<file path="config.mk">
export PLATFORM = sky130hd
export DESIGN_NAME = alu_core
export DESIGN_NICKNAME = d
export VERILOG_FILES = /design/src/hdl/alu_pkg.sv /design/src/hdl/alu_core.sv /design/src/hdl/alu_execute.sv /design/src/hdl/bcd_nibble_chain.sv /design/src/hdl/field_decode.sv /design/src/hdl/result_writeback.sv
export VERILOG_INCLUDE_DIRS = /design/src /design/src/hdl
export SDC_FILE = /design/constraint.sdc
export NUM_CORES = 2
export LEC_CHECK = 0
export CAP_MARGIN = 40
export CORE_UTILIZATION = 55
export CTS_BUF_LIST = sky130_fd_sc_hd__clkbuf_8
export DETAILED_ROUTE_END_ITERATION = 8
export DONT_BUFFER_PORTS = 1
export PLACE_DENSITY = 0.7
export SYNTH_ARGS = -nofsm -noshare
export SYNTH_HDL_FRONTEND = slang
export SYNTH_SLANG_ARGS = --single-unit
</file>
<file path="constraint.sdc">
create_clock -name clk_in -period 44.4 [get_ports clk_in]
set_input_delay 6.66 -clock clk_in [delete_from_list [all_inputs] [get_ports clk_in]]
set_output_delay 6.66 -clock clk_in [all_outputs]
set_load 0.01 [all_outputs]
</file>
<file path="src/hdl/alu_config.svh">
`ifndef ALU_CONFIG_SVH
`define ALU_CONFIG_SVH

// data word width
`define ALU_WORD_W 64

// one hex or BCD digit
`define ALU_NIBBLE_W 4

// digits per word
`define ALU_NIBBLES 16

// working registers A to D
`define ALU_NUM_WREGS 4

`endif

</file>
<file path="src/hdl/alu_pkg.sv">
`include "alu_config.svh"

package alu_pkg;

    typedef enum logic [4:0] {
        op_tfr, op_add, op_sub, op_rsub,
        op_and, op_or, op_andn,
        op_sl, op_sr, op_slc, op_src,
        op_eq, op_neq, op_gt, op_gteq, op_lt, op_lteq
    } alu_op_e;

    typedef enum logic [2:0] {
        grp_wreg,   // A to D
        grp_mem,    // memory data, source only
        grp_lit,    // opcode literal
        grp_const,  // all nines or all F
        grp_zero
    } src_grp_e;

    typedef struct packed {
        src_grp_e   grp;
        logic [1:0] idx;
    } src_sel_t;

    typedef logic [$clog2(`ALU_NIBBLES)-1:0] nibble_idx_t;

    typedef logic [`ALU_NIBBLES-1:0] field_mask_t;

    // flat view for logic and compares, digit view for field work
    typedef union packed {
        logic [`ALU_WORD_W-1:0]                     word;
        logic [`ALU_NIBBLES-1:0][`ALU_NIBBLE_W-1:0] nib;
    } alu_word_u;

    typedef alu_word_u [`ALU_NUM_WREGS-1:0] reg_file_t;

    typedef struct packed {
        alu_op_e                              op;
        src_sel_t                             src_sel;
        src_sel_t                             op2_sel;
        logic [$clog2(`ALU_NUM_WREGS)-1:0]    dst_idx;
        nibble_idx_t                          lo_nib;
        nibble_idx_t                          hi_nib;
        logic                                 forced_carry;
        logic                                 forced_hex;
    } alu_cmd_t;

endpackage

</file>
<file path="src/hdl/alu_core.sv">
`include "alu_config.svh"

module alu_core (
    input  logic                    clk_in,
    input  logic                    pull_rstk_in,
    input  alu_pkg::alu_cmd_t       cmd_i,
    input  logic [`ALU_WORD_W-1:0]  literal_i,
    input  logic [`ALU_WORD_W-1:0]  data_i,
    input  logic                    latch_i,
    input  logic                    write_dst_i,
    input  logic                    write_carry_i,
    input  logic                    set_carry_i,
    input  logic                    clr_carry_i,
    input  logic                    set_decimal_i,
    input  logic                    set_hex_i,
    output logic [`ALU_WORD_W-1:0]  data_o,
    output logic                    carry_o
);

    alu_pkg::field_mask_t field_mask;
    alu_pkg::alu_word_u   lat_src;
    alu_pkg::alu_word_u   lat_op2;
    alu_pkg::alu_word_u   alu_q;
    logic                 alu_carry;
    alu_pkg::reg_file_t   regs;
    logic                 decimal;

    field_decode i_field_decode (
        .clk_in       (clk_in),
        .pull_rstk_in (pull_rstk_in),
        .cmd_i        (cmd_i),
        .regs_i       (regs),
        .decimal_i    (decimal),
        .literal_i    (literal_i),
        .data_i       (data_i),
        .latch_i      (latch_i),
        .field_mask_o (field_mask),
        .data_o       (data_o),
        .lat_src_o    (lat_src),
        .lat_op2_o    (lat_op2)
    );

    alu_execute i_alu_execute (
        .cmd_i       (cmd_i),
        .lat_src_i   (lat_src),
        .lat_op2_i   (lat_op2),
        .decimal_i   (decimal),
        .alu_q_o     (alu_q),
        .alu_carry_o (alu_carry)
    );

    result_writeback i_result_writeback (
        .clk_in        (clk_in),
        .pull_rstk_in  (pull_rstk_in),
        .cmd_i         (cmd_i),
        .field_mask_i  (field_mask),
        .alu_q_i       (alu_q),
        .alu_carry_i   (alu_carry),
        .write_dst_i   (write_dst_i),
        .write_carry_i (write_carry_i),
        .set_carry_i   (set_carry_i),
        .clr_carry_i   (clr_carry_i),
        .set_decimal_i (set_decimal_i),
        .set_hex_i     (set_hex_i),
        .regs_o        (regs),
        .decimal_o     (decimal),
        .carry_o       (carry_o)
    );

endmodule

</file>
<file path="src/hdl/alu_execute.sv">
`include "alu_config.svh"

module alu_execute (
    input  alu_pkg::alu_cmd_t   cmd_i,
    input  alu_pkg::alu_word_u  lat_src_i,
    input  alu_pkg::alu_word_u  lat_op2_i,
    input  logic                decimal_i,
    output alu_pkg::alu_word_u  alu_q_o,
    output logic                alu_carry_o
);

    localparam int W = `ALU_WORD_W;
    localparam int N = `ALU_NIBBLE_W;

    logic               dec_eff;
    alu_pkg::alu_word_u add_q;
    alu_pkg::alu_word_u sub_q;
    alu_pkg::alu_word_u rsub_q;
    logic               add_c;
    logic               sub_c;
    logic               rsub_c;
    logic               cmp_eq;
    logic               cmp_gt;
    logic               cmp_lt;

    assign dec_eff = decimal_i & ~cmd_i.forced_hex; // all three chains

    bcd_nibble_chain #(.SUBTRACT(1'b0)) u_add (
        .a_i            (lat_src_i),
        .b_i            (lat_op2_i),
        .decimal_i      (dec_eff),
        .forced_carry_i (cmd_i.forced_carry),
        .lo_nib_i       (cmd_i.lo_nib),
        .hi_nib_i       (cmd_i.hi_nib),
        .q_o            (add_q),
        .carry_o        (add_c)
    );

    bcd_nibble_chain #(.SUBTRACT(1'b1)) u_sub (
        .a_i            (lat_src_i),
        .b_i            (lat_op2_i),
        .decimal_i      (dec_eff),
        .forced_carry_i (cmd_i.forced_carry),
        .lo_nib_i       (cmd_i.lo_nib),
        .hi_nib_i       (cmd_i.hi_nib),
        .q_o            (sub_q),
        .carry_o        (sub_c)
    );

    bcd_nibble_chain #(.SUBTRACT(1'b1)) u_rsub (
        .a_i            (lat_op2_i), // op2 minus source
        .b_i            (lat_src_i),
        .decimal_i      (dec_eff),
        .forced_carry_i (cmd_i.forced_carry),
        .lo_nib_i       (cmd_i.lo_nib),
        .hi_nib_i       (cmd_i.hi_nib),
        .q_o            (rsub_q),
        .carry_o        (rsub_c)
    );

    // op2 measured against the source
    assign cmp_eq = lat_op2_i.word == lat_src_i.word;
    assign cmp_gt = lat_op2_i.word >  lat_src_i.word;
    assign cmp_lt = lat_op2_i.word <  lat_src_i.word;

    always_comb
    begin
        case (cmd_i.op)
            alu_pkg::op_add:  alu_q_o = add_q;
            alu_pkg::op_sub:  alu_q_o = sub_q;
            alu_pkg::op_rsub: alu_q_o = rsub_q;
            alu_pkg::op_and:  alu_q_o.word = lat_src_i.word & lat_op2_i.word;
            alu_pkg::op_or:   alu_q_o.word = lat_src_i.word | lat_op2_i.word;
            alu_pkg::op_andn: alu_q_o.word = lat_src_i.word & ~lat_op2_i.word;
            alu_pkg::op_sl:   alu_q_o.word = {lat_src_i.word[W-N-1:0], {N{1'b0}}};
            alu_pkg::op_sr:   alu_q_o.word = {{N{1'b0}}, lat_src_i.word[W-1:N]};
            alu_pkg::op_slc:  alu_q_o.word = {lat_src_i.word[W-N-1:0], lat_src_i.word[W-1:W-N]};
            alu_pkg::op_src:  alu_q_o.word = {lat_src_i.word[N-1:0], lat_src_i.word[W-1:N]};
            default:          alu_q_o = lat_src_i; // tfr and compares
        endcase
    end

    always_comb
    begin
        case (cmd_i.op)
            alu_pkg::op_add:  alu_carry_o = add_c;
            alu_pkg::op_sub:  alu_carry_o = sub_c;
            alu_pkg::op_rsub: alu_carry_o = rsub_c;
            alu_pkg::op_eq:   alu_carry_o = cmp_eq;
            alu_pkg::op_neq:  alu_carry_o = ~cmp_eq;
            alu_pkg::op_gt:   alu_carry_o = cmp_gt;
            alu_pkg::op_gteq: alu_carry_o = cmp_gt | cmp_eq;
            alu_pkg::op_lt:   alu_carry_o = cmp_lt;
            alu_pkg::op_lteq: alu_carry_o = cmp_lt | cmp_eq;
            default:          alu_carry_o = 1'b0;
        endcase
    end

endmodule

</file>
<file path="src/hdl/bcd_nibble_chain.sv">
`include "alu_config.svh"

module bcd_nibble_chain #(
    parameter bit SUBTRACT = 1'b0
) (
    input  alu_pkg::alu_word_u    a_i,
    input  alu_pkg::alu_word_u    b_i,
    input  logic                  decimal_i,
    input  logic                  forced_carry_i,
    input  alu_pkg::nibble_idx_t  lo_nib_i,
    input  alu_pkg::nibble_idx_t  hi_nib_i,
    output alu_pkg::alu_word_u    q_o,
    output logic                  carry_o
);

    logic [`ALU_NIBBLES:0] c; // c[i] enters digit i

    always_comb
    begin
        c[0] = 1'b0;
        for (int i = 0; i < `ALU_NIBBLES; i++)
        begin
            logic       cin;
            logic [4:0] raw;
            logic       cout;
            cin = c[i] | (forced_carry_i && (lo_nib_i == alu_pkg::nibble_idx_t'(i)));
            if (SUBTRACT)
            begin
                raw  = {1'b0, a_i.nib[i]} - {1'b0, b_i.nib[i]} - {4'h0, cin};
                cout = raw[4]; // borrow
                if (decimal_i && cout)
                begin
                    q_o.nib[i] = raw[3:0] - 4'h6;
                end
                else
                begin
                    q_o.nib[i] = raw[3:0];
                end
            end
            else
            begin
                raw  = {1'b0, a_i.nib[i]} + {1'b0, b_i.nib[i]} + {4'h0, cin};
                cout = decimal_i ? (raw > 5'd9) : raw[4];
                if (decimal_i && cout)
                begin
                    q_o.nib[i] = raw[3:0] + 4'h6; // skip a to f
                end
                else
                begin
                    q_o.nib[i] = raw[3:0];
                end
            end
            c[i+1] = cout;
        end
    end

    // carry leaving the top digit of the field
    assign carry_o = c[{1'b0, hi_nib_i} + 5'd1];

endmodule

</file>
<file path="src/hdl/field_decode.sv">
`include "alu_config.svh"

module field_decode (
    input  logic                  clk_in,
    input  logic                  pull_rstk_in,
    input  alu_pkg::alu_cmd_t     cmd_i,
    input  alu_pkg::reg_file_t    regs_i,
    input  logic                  decimal_i,
    input  alu_pkg::alu_word_u    literal_i,
    input  alu_pkg::alu_word_u    data_i,
    input  logic                  latch_i,
    output alu_pkg::field_mask_t  field_mask_o,
    output alu_pkg::alu_word_u    data_o,
    output alu_pkg::alu_word_u    lat_src_o,
    output alu_pkg::alu_word_u    lat_op2_o
);

    localparam logic [`ALU_WORD_W-1:0] ALL_NINES = {`ALU_NIBBLES{4'h9}};
    localparam logic [`ALU_WORD_W-1:0] ALL_F     = {`ALU_NIBBLES{4'hf}};

    alu_pkg::alu_word_u src_raw;
    alu_pkg::alu_word_u op2_raw;
    alu_pkg::alu_word_u src_masked;
    alu_pkg::alu_word_u op2_masked;

    always_comb
    begin
        for (int i = 0; i < `ALU_NIBBLES; i++)
        begin
            field_mask_o[i] = (alu_pkg::nibble_idx_t'(i) >= cmd_i.lo_nib) &&
                              (alu_pkg::nibble_idx_t'(i) <= cmd_i.hi_nib);
        end
    end

    always_comb
    begin
        case (cmd_i.src_sel.grp)
            alu_pkg::grp_wreg:  src_raw = regs_i[cmd_i.src_sel.idx];
            alu_pkg::grp_mem:   src_raw = data_i;
            alu_pkg::grp_lit:   src_raw = literal_i;
            alu_pkg::grp_const: src_raw.word = decimal_i ? ALL_NINES : ALL_F;
            default:            src_raw.word = '0;
        endcase
    end

    // no memory path on the second operand
    always_comb
    begin
        case (cmd_i.op2_sel.grp)
            alu_pkg::grp_wreg:  op2_raw = regs_i[cmd_i.op2_sel.idx];
            alu_pkg::grp_lit:   op2_raw = literal_i;
            alu_pkg::grp_const: op2_raw.word = decimal_i ? ALL_NINES : ALL_F;
            default:            op2_raw.word = '0;
        endcase
    end

    always_comb
    begin
        for (int i = 0; i < `ALU_NIBBLES; i++)
        begin
            src_masked.nib[i] = field_mask_o[i] ? src_raw.nib[i] : '0;
            op2_masked.nib[i] = field_mask_o[i] ? op2_raw.nib[i] : '0;
        end
    end

    assign data_o = src_masked; // memory write data

    always_ff @(posedge clk_in)
    begin
        if (pull_rstk_in)
        begin
            lat_src_o <= '0;
            lat_op2_o <= '0;
        end
        else if (latch_i)
        begin
            lat_src_o <= src_masked;
            lat_op2_o <= op2_masked;
        end
    end

endmodule

</file>
<file path="src/hdl/result_writeback.sv">
`include "alu_config.svh"

module result_writeback (
    input  logic                  clk_in,
    input  logic                  pull_rstk_in,
    input  alu_pkg::alu_cmd_t     cmd_i,
    input  alu_pkg::field_mask_t  field_mask_i,
    input  alu_pkg::alu_word_u    alu_q_i,
    input  logic                  alu_carry_i,
    input  logic                  write_dst_i,
    input  logic                  write_carry_i,
    input  logic                  set_carry_i,
    input  logic                  clr_carry_i,
    input  logic                  set_decimal_i,
    input  logic                  set_hex_i,
    output alu_pkg::reg_file_t    regs_o,
    output logic                  decimal_o,
    output logic                  carry_o
);

    alu_pkg::reg_file_t regs;
    logic               f_carry;
    logic               f_decimal;

    // only the digits inside the field change
    always_ff @(posedge clk_in)
    begin
        if (pull_rstk_in)
        begin
            regs <= '0;
        end
        else if (write_dst_i)
        begin
            for (int i = 0; i < `ALU_NIBBLES; i++)
            begin
                if (field_mask_i[i])
                begin
                    regs[cmd_i.dst_idx].nib[i] <= alu_q_i.nib[i];
                end
            end
        end
    end

    always_ff @(posedge clk_in)
    begin
        if (pull_rstk_in)
        begin
            f_carry <= 1'b0;
        end
        else if (clr_carry_i)
        begin
            f_carry <= 1'b0;
        end
        else if (set_carry_i)
        begin
            f_carry <= 1'b1;
        end
        else if (write_carry_i)
        begin
            f_carry <= alu_carry_i;
        end
    end

    always_ff @(posedge clk_in)
    begin
        if (pull_rstk_in)
        begin
            f_decimal <= 1'b0; // hex after reset
        end
        else if (set_hex_i)
        begin
            f_decimal <= 1'b0;
        end
        else if (set_decimal_i)
        begin
            f_decimal <= 1'b1;
        end
    end

    assign regs_o    = regs;
    assign decimal_o = f_decimal;
    assign carry_o   = f_carry;

endmodule

</file>
Yosys cells after proc, flatten, opt, wreduce, memory -nomap -nowiden
Index checks and enable logic that the tools add are counted.

Bits in registers: 386. Input port bits: 164.

Add/subtract/negate cells: 145. Order comparisons: 55. Equal/unequal tests: 37. Muxes and demuxes: 207. Bitwise logic cells: 54. Reduce and logical (&&, ||, !) cells: 87.

Operators by type and width (number): 256-bit two-way mux (46); 256-bit bitwise mux (16); 64-bit demux with 2-bit select (16); 64-bit one-hot mux with 10 select lines (1); 4-bit two-way mux (81); 64-bit binary-select mux with 2-bit select (2); 64-bit one-hot mux with 4 select lines (1); 64-bit two-way mux (3); 64-bit one-hot mux with 3 select lines (1); 4-bit by 4-bit subtractor with 5-bit output (32); 5-bit by 1-bit subtractor with 5-bit output (32); 64-bit bitwise AND (2); 4-bit by 3-bit subtractor with 4-bit output (second input constant) (32); 1-bit logical AND (81); 4-bit by 4-bit adder with 5-bit output (16); 5-bit by 1-bit adder with 5-bit output (16); 5-bit by 4-bit greater-than comparator with 1-bit output (second input constant) (16); 4-bit by 3-bit adder with 4-bit output (second input constant) (16); 64-bit equality test (1); 64-bit greater-than comparator (1); 64-bit less-than comparator (1); 64-bit inverter (1); 64-bit bitwise OR (1); 63-bit two-way mux (1); 47 further kinds (169).

Depth between registers and ports, before layout
Depth in word-level cells: 130. Mapped depth: 137.

Cells and area by module
Synthesis repeated with hierarchy kept, for this count alone.

Cells, all modules: 4969. Area, all modules: 41723.8 um^2.

Modules (own cells, without submodules): result_writeback (instances 1, cells each 988, area each 10970.5 um^2, seq. area each 5165.0 um^2); field_decode (instances 1, cells each 1339, area each 10552.6 um^2, seq. area each 2562.5 um^2); bcd_nibble_chain at i_alu_execute.u_rsub ... (instances 2, cells each 551, area each 4490.6 um^2, seq. area each 0.0 um^2); alu_execute (instances 1, cells each 1005, area each 6955.4 um^2, seq. area each 0.0 um^2); bcd_nibble_chain at i_alu_execute.u_add (instances 1, cells each 535, area each 4264.1 um^2, seq. area each 0.0 um^2).

Worst setup path after synthesis
No wires, ideal clock.

Path type: input to register. Start point: input port cmd_i[9] (netlist name). End point: register i_result_writeback.regs, in the netlist i_result_writeback.regs_o[191]. Data arrival time: 33719 ps. Path slack: 10604 ps. Stages on the path: 137. Path buffers: 2. Cells stage by stage: clkbuf_1 -> clkbuf_1 -> nor3_1 -> nand2_1 -> inv_1 -> fa_1 -> fa_1 -> xnor2_1 -> ha_1 -> o41ai_2 -> nor2b_1 -> fa_1 -> inv_1 -> fa_1 -> inv_1 -> ha_1 -> a211oi_1 -> a311o_1 -> [101 not listed] -> inv_1 -> ha_1 -> a211oi_1 -> nand3b_1 -> nand2_1 -> a21oi_1 -> fa_1 -> inv_1 -> fa_1 -> xnor2_1 -> ha_1 -> a221o_1 -> o31ai_1 -> nand2_1 -> nor3_1 -> o21ai_0 -> a311o_1 -> o21ai_0.

Word-level cells in the longest chain between the ends: 70. Elaborated cells between the ends (all ways): 396. Classes of those cells: add/sub (96); order compare (32); eq/ne (15); mux (127); bitwise (45); reduce/logical (81).

Ends and longest elaborated chain: start, declared (RTL line alu_core.sv:6) `input alu_pkg::alu_cmd_t cmd_i,`; 4-bit zero test (RTL line bcd_nibble_chain.sv:26) `cin = c[i] | (forced_carry_i && (lo_nib_i == alu_pkg::nibble_idx_t'(i)));`; 1-bit logical AND (RTL line bcd_nibble_chain.sv:26); 5-bit by 1-bit adder with 5-bit output (RTL line bcd_nibble_chain.sv:42) `raw = {1'b0, a_i.nib[i]} + {1'b0, b_i.nib[i]} + {4'h0, cin};`; 5-bit by 4-bit greater-than comparator with 1-bit output (RTL line bcd_nibble_chain.sv:43) `cout = decimal_i ? (raw > 5'd9) : raw[4];`; 1-bit two-way mux (RTL line bcd_nibble_chain.sv:43); 1-bit bitwise OR / 1-bit logical AND (equally long branches) (RTL line bcd_nibble_chain.sv:26, bcd_nibble_chain.sv:44); 5-bit by 1-bit adder with 5-bit output / 4-bit two-way mux (equally long branches) (RTL line bcd_nibble_chain.sv:42, bcd_nibble_chain.sv:44); 5-bit by 4-bit greater-than comparator with 1-bit output / 64-bit one-hot mux with 10 select lines (equally long branches) (RTL line bcd_nibble_chain.sv:43, alu_execute.sv:68); [54 not listed]; 5-bit by 1-bit adder with 5-bit output (tied with other cells) (RTL line bcd_nibble_chain.sv:42); 5-bit by 4-bit greater-than comparator with 1-bit output (tied with other cells) (RTL line bcd_nibble_chain.sv:43); 1-bit two-way mux / 256-bit bitwise mux (equally long branches) (RTL line bcd_nibble_chain.sv:43, result_writeback.sv:38); 1-bit logical AND / 256-bit two-way mux (equally long branches) (RTL line bcd_nibble_chain.sv:44, result_writeback.sv:36); 4-bit two-way mux / 256-bit two-way mux (equally long branches) (RTL line bcd_nibble_chain.sv:44, result_writeback.sv:32); 64-bit one-hot mux with 10 select lines / 256-bit two-way mux (equally long branches) (RTL line alu_execute.sv:68, result_writeback.sv:28); 256-bit bitwise mux (RTL line result_writeback.sv:38) `regs[cmd_i.dst_idx].nib[i] <= alu_q_i.nib[i];`; 256-bit two-way mux (*) (RTL line result_writeback.sv:36) `if (field_mask_i[i])`; end, declared (RTL line result_writeback.sv:21) `alu_pkg::reg_file_t regs;`.

Every way passes the cells marked *; elsewhere a longest branch is shown, timed or not. The select of a mux whose other input is x is not followed. A chain may end at the register's enable or synchronous reset.

Final worst setup path
Start point: input port cmd_i[7] (netlist name). End point: register i_result_writeback.regs, in the netlist i_result_writeback.regs_o[253].

The elaborated chain is that of the path after synthesis.

==> results.py <==
metrics = {
    "run_status": {
        "status": "finished with violations",
        "violations": "slew limit",
    },
    "final_layout": {
        "drive_gt1_share_pct": 8.75,
        "area_growth_pct": 5.22,
        "fin_nets": 5034,
        "finish.utilization_pct": 58.8,
        "fill_cells": 6077,
    },
    "critical_path": {
        "reg2reg_setup_slack_ps": 13990,
        "crit_required_ps": 44970,
        "critPathKind": "in2reg",
        "crit_path_frequent_cell": "fa_1",
        "r2r_cells": 133,
        "cp_slowest_cell": "o41ai_2",
        "slowest_delay_ps": 570,
        "crit_path_start_kind": "input pin",
        "endpoint_kind": "flop",
        "critPathLaunch": "cmd_i[7]",
        "reg2reg_from": "i_field_decode.lat_op2_o[1]$_SDFFE_PP0P_",
        "reg2reg_to": "i_result_writeback.regs_o[253]$_SDFFE_PP0P_",
        "path_max_fanout": 9,
        "arrival_ps": 37050,
    },
    "logic_synthesis": {
        "ys_top_cells_by_area": "dfxtp_1 (20%), ha_1 (13%), mux4_2 (7.6%)",
        "syn_area_um2": 37700,
        "ys_ff_latch": 386,
        "netlist.area_leader.share_pct": 20.5,
        "yosys_warnings": 0,
        "synth.avg_cell_area_um2": 8.32,
        "ys_seq_area_share_pct": 20.5,
        "synth_edf_count": 0,
        "synth_commonest_cells": "nor2_1 (522), nand2_1 (425), dfxtp_1 (386)",
        "synth_fp_nets": 5195,
        "synth_cell_types": 85,
        "netlist_instances": 4536,
        "synthFlopType": "dfxtp_1",
        "synth.most_common_cell": "nor2_1",
        "yosys.area.top_type": "dfxtp_1",
        "async_flop_share_pct": 0,
    },
    "floorplanning": {
        "io-pin-count": 229,
        "start_util_pct": 55.9,
        "die_h_um": 264,
        "design.die.area_um2": 69700,
        "rows": 95,
        "die_w_um": 264,
        "core-area_um2": 67500,
    },
    "timing": {
        "tns_ps": 0,
        "rsz0062_at_grt": "no",
        "clock.fmax_mhz": 27.4,
        "setup_viol": 0,
        "finalCriticalPeriod_ps": 36480,
        "slew_viol_final": 247,
        "max_slew_margin_pct": -42.3,
        "post-route-period-util_pct": 82.2,
        "tightest_slew_ps": 2130,
        "worst_slack_ps": 7920,
        "clock_skew_ps": 74.5,
        "hold_violations": 0,
    },
    "cts": {
        "postCtsHoldBufs": 0,
        "cts_resized": 0,
        "h-tree-depth": 3,
        "tritoncts": "done",
        "cts_buffers": 72,
        "cts_num_sinks": 386,
        "root_buffer": "clkbuf_8",
        "cts.reportedPaths.clkPinSlew_ps": 60,
        "clock_latency_ps": 720,
        "clk_path_buf_depth": 3,
        "cts_setup_buffers": 0,
    },
    "routing": {
        "vias": 36300,
        "wire_per_inst_um": 28.0,
        "ant_nets": 0,
        "drt-total-wl_um": 148000,
        "drcViolationCount": 0,
        "via_per_inst": 6.83,
        "dr.first_iter.drc_count": 5014,
        "first_pass_iters": 9,
    },
    "grt": {
        "grt_max_degree": 426,
        "grt_pass1_wl_um": 218000,
        "track_usage_pct": 41.5,
        "grt.overflow.total": 0,
        "grt_pass1_vias": 33800,
        "antenna_found_initial": 13,
    },
    "power_and_ir_drop": {
        "power_density_nw_per_um2": 25.2,
        "ir_drop_uv": 22.4,
        "p_leak_nw": 15.2,
    },
    "hold_path": {
        "holdPathEnd": "i_result_writeback.regs_o[142]$_SDFFE_PP0P_",
        "hold_start": "i_result_writeback.regs_o[142]$_SDFFE_PP0P_",
        "min_path_cells": 2,
        "hold_class": "reg2reg",
    },
    "place": {
        "port_buffers": 0,
        "gp_congestion": 1.03,
        "place_hpwl_um": 103000,
        "place_ws_ps": 7720,
    },
    "flow_run": {
        "cap_violations": 0,
    },
}
==> routing by layer <==
metal	GRT usage [%]	part of all wire (%)	vias up
li1	-	-	15800
met3	15.9	16	458
met5	0	0.10	-
met2	58.4	41	2497
met1	56.0	39	17400
met4	18.5	4.6	22
==> critical path, delay by kind of cell <==
| family | cells | cell delay (ps) |
|---|---|---|
| fa+ha+maj | 48 | 14080 |
| compound gates | 38 | 9670 |
| simple gates | 17 | 3070 |
| xor+xnor | 13 | 1940 |
| buf+inv | 20 | 1560 |
==> worst max-delay path by stage <==
stage / cells past startpoint / slack (ps) / to
after floorplan: 137 / 10600 / i_result_writeback.regs_o[191]$_SDFFE_PP0P_
after global placement: 136 / 8580 / i_result_writeback.regs_o[63]$_SDFFE_PP0P_
after detailed placement: 136 / 7720 / i_result_writeback.regs_o[63]$_SDFFE_PP0P_
after CTS: 136 / 8390 / i_result_writeback.regs_o[191]$_SDFFE_PP0P_
after global routing: 136 / 5900 / i_result_writeback.regs_o[191]$_SDFFE_PP0P_
final: 136 / 7920 / i_result_writeback.regs_o[253]$_SDFFE_PP0P_
==> registers in the layout, summed over array words and instances (netlist names) <==
name                          cells
i_result_writeback.carry_o        1
i_field_decode.lat_src_o         64
i_field_decode.lat_op2_o         64
i_result_writeback.decimal_o      1
i_result_writeback.regs_o       256
==> area by class of cell <==
cell class | count | area (um^2) | area share, %
Multi-Input combinational cell | 3592 | 27900 | 70.4
Sequential cell | 386 | 7730 | 19.5
Clock buffer | 87 | 1200 | 3.02
Tap cell | 873 | 1090 | 2.75
Inverter | 265 | 997 | 2.51
Timing Repair Buffer | 58 | 487 | 1.23
Clock inverter | 36 | 248 | 0.624
Antenna cell | 8 | 20.0 | 0.0504
==> power breakdown <==
| group | total, W | leakage, nW | internal (W) | switching, W |
|---|---|---|---|---|
| Combinational | 0.000287 | 11.3 | 0.000117 | 0.000170 |
| Clock | 0.000360 | 0.819 | 0.000190 | 0.000170 |
| Sequential | 0.000354 | 3.11 | 0.000349 | 0.00000462 |
==> per-stage QoR <==
step	hold WS (ps)	std cells	total power, W	cell area (um^2)
floorplan	439	4536	0.000579	37700
global placement	451	5164	0.000631	38100
detailed placement	457	5174	0.000638	38200
CTS	465	5297	0.000990	39700
global route	479	5298	0.00104	39700
finish	468	5305	0.00100	39700
==> cells in the final DEF (no fill, tap or decap), drive strengths merged, types with 112 or more instances in the layout <==
cell and n:
nor2 522, nand2 425, dfxtp 386, ha 383, a21oi 326, inv 290, o21ai 193, xnor2 188
mux2i 146, nor3 135, mux4 128, nand3 123, fa 112
==> cells by family (layout without fill, tap and decap cells) <==
logic type	Yosys count	count (layout)	synth area share (%)
buf+inv	558	446	5.93
other cells	0	8	0
fa+ha+maj	495	495	18.6
flops	386	386	20.5
mux	314	314	12.7
simple gates	1487	1487	18.1
compound gates	1010	1010	17.5
xor+xnor	286	286	6.64
(Power assumes the default switching activity.)
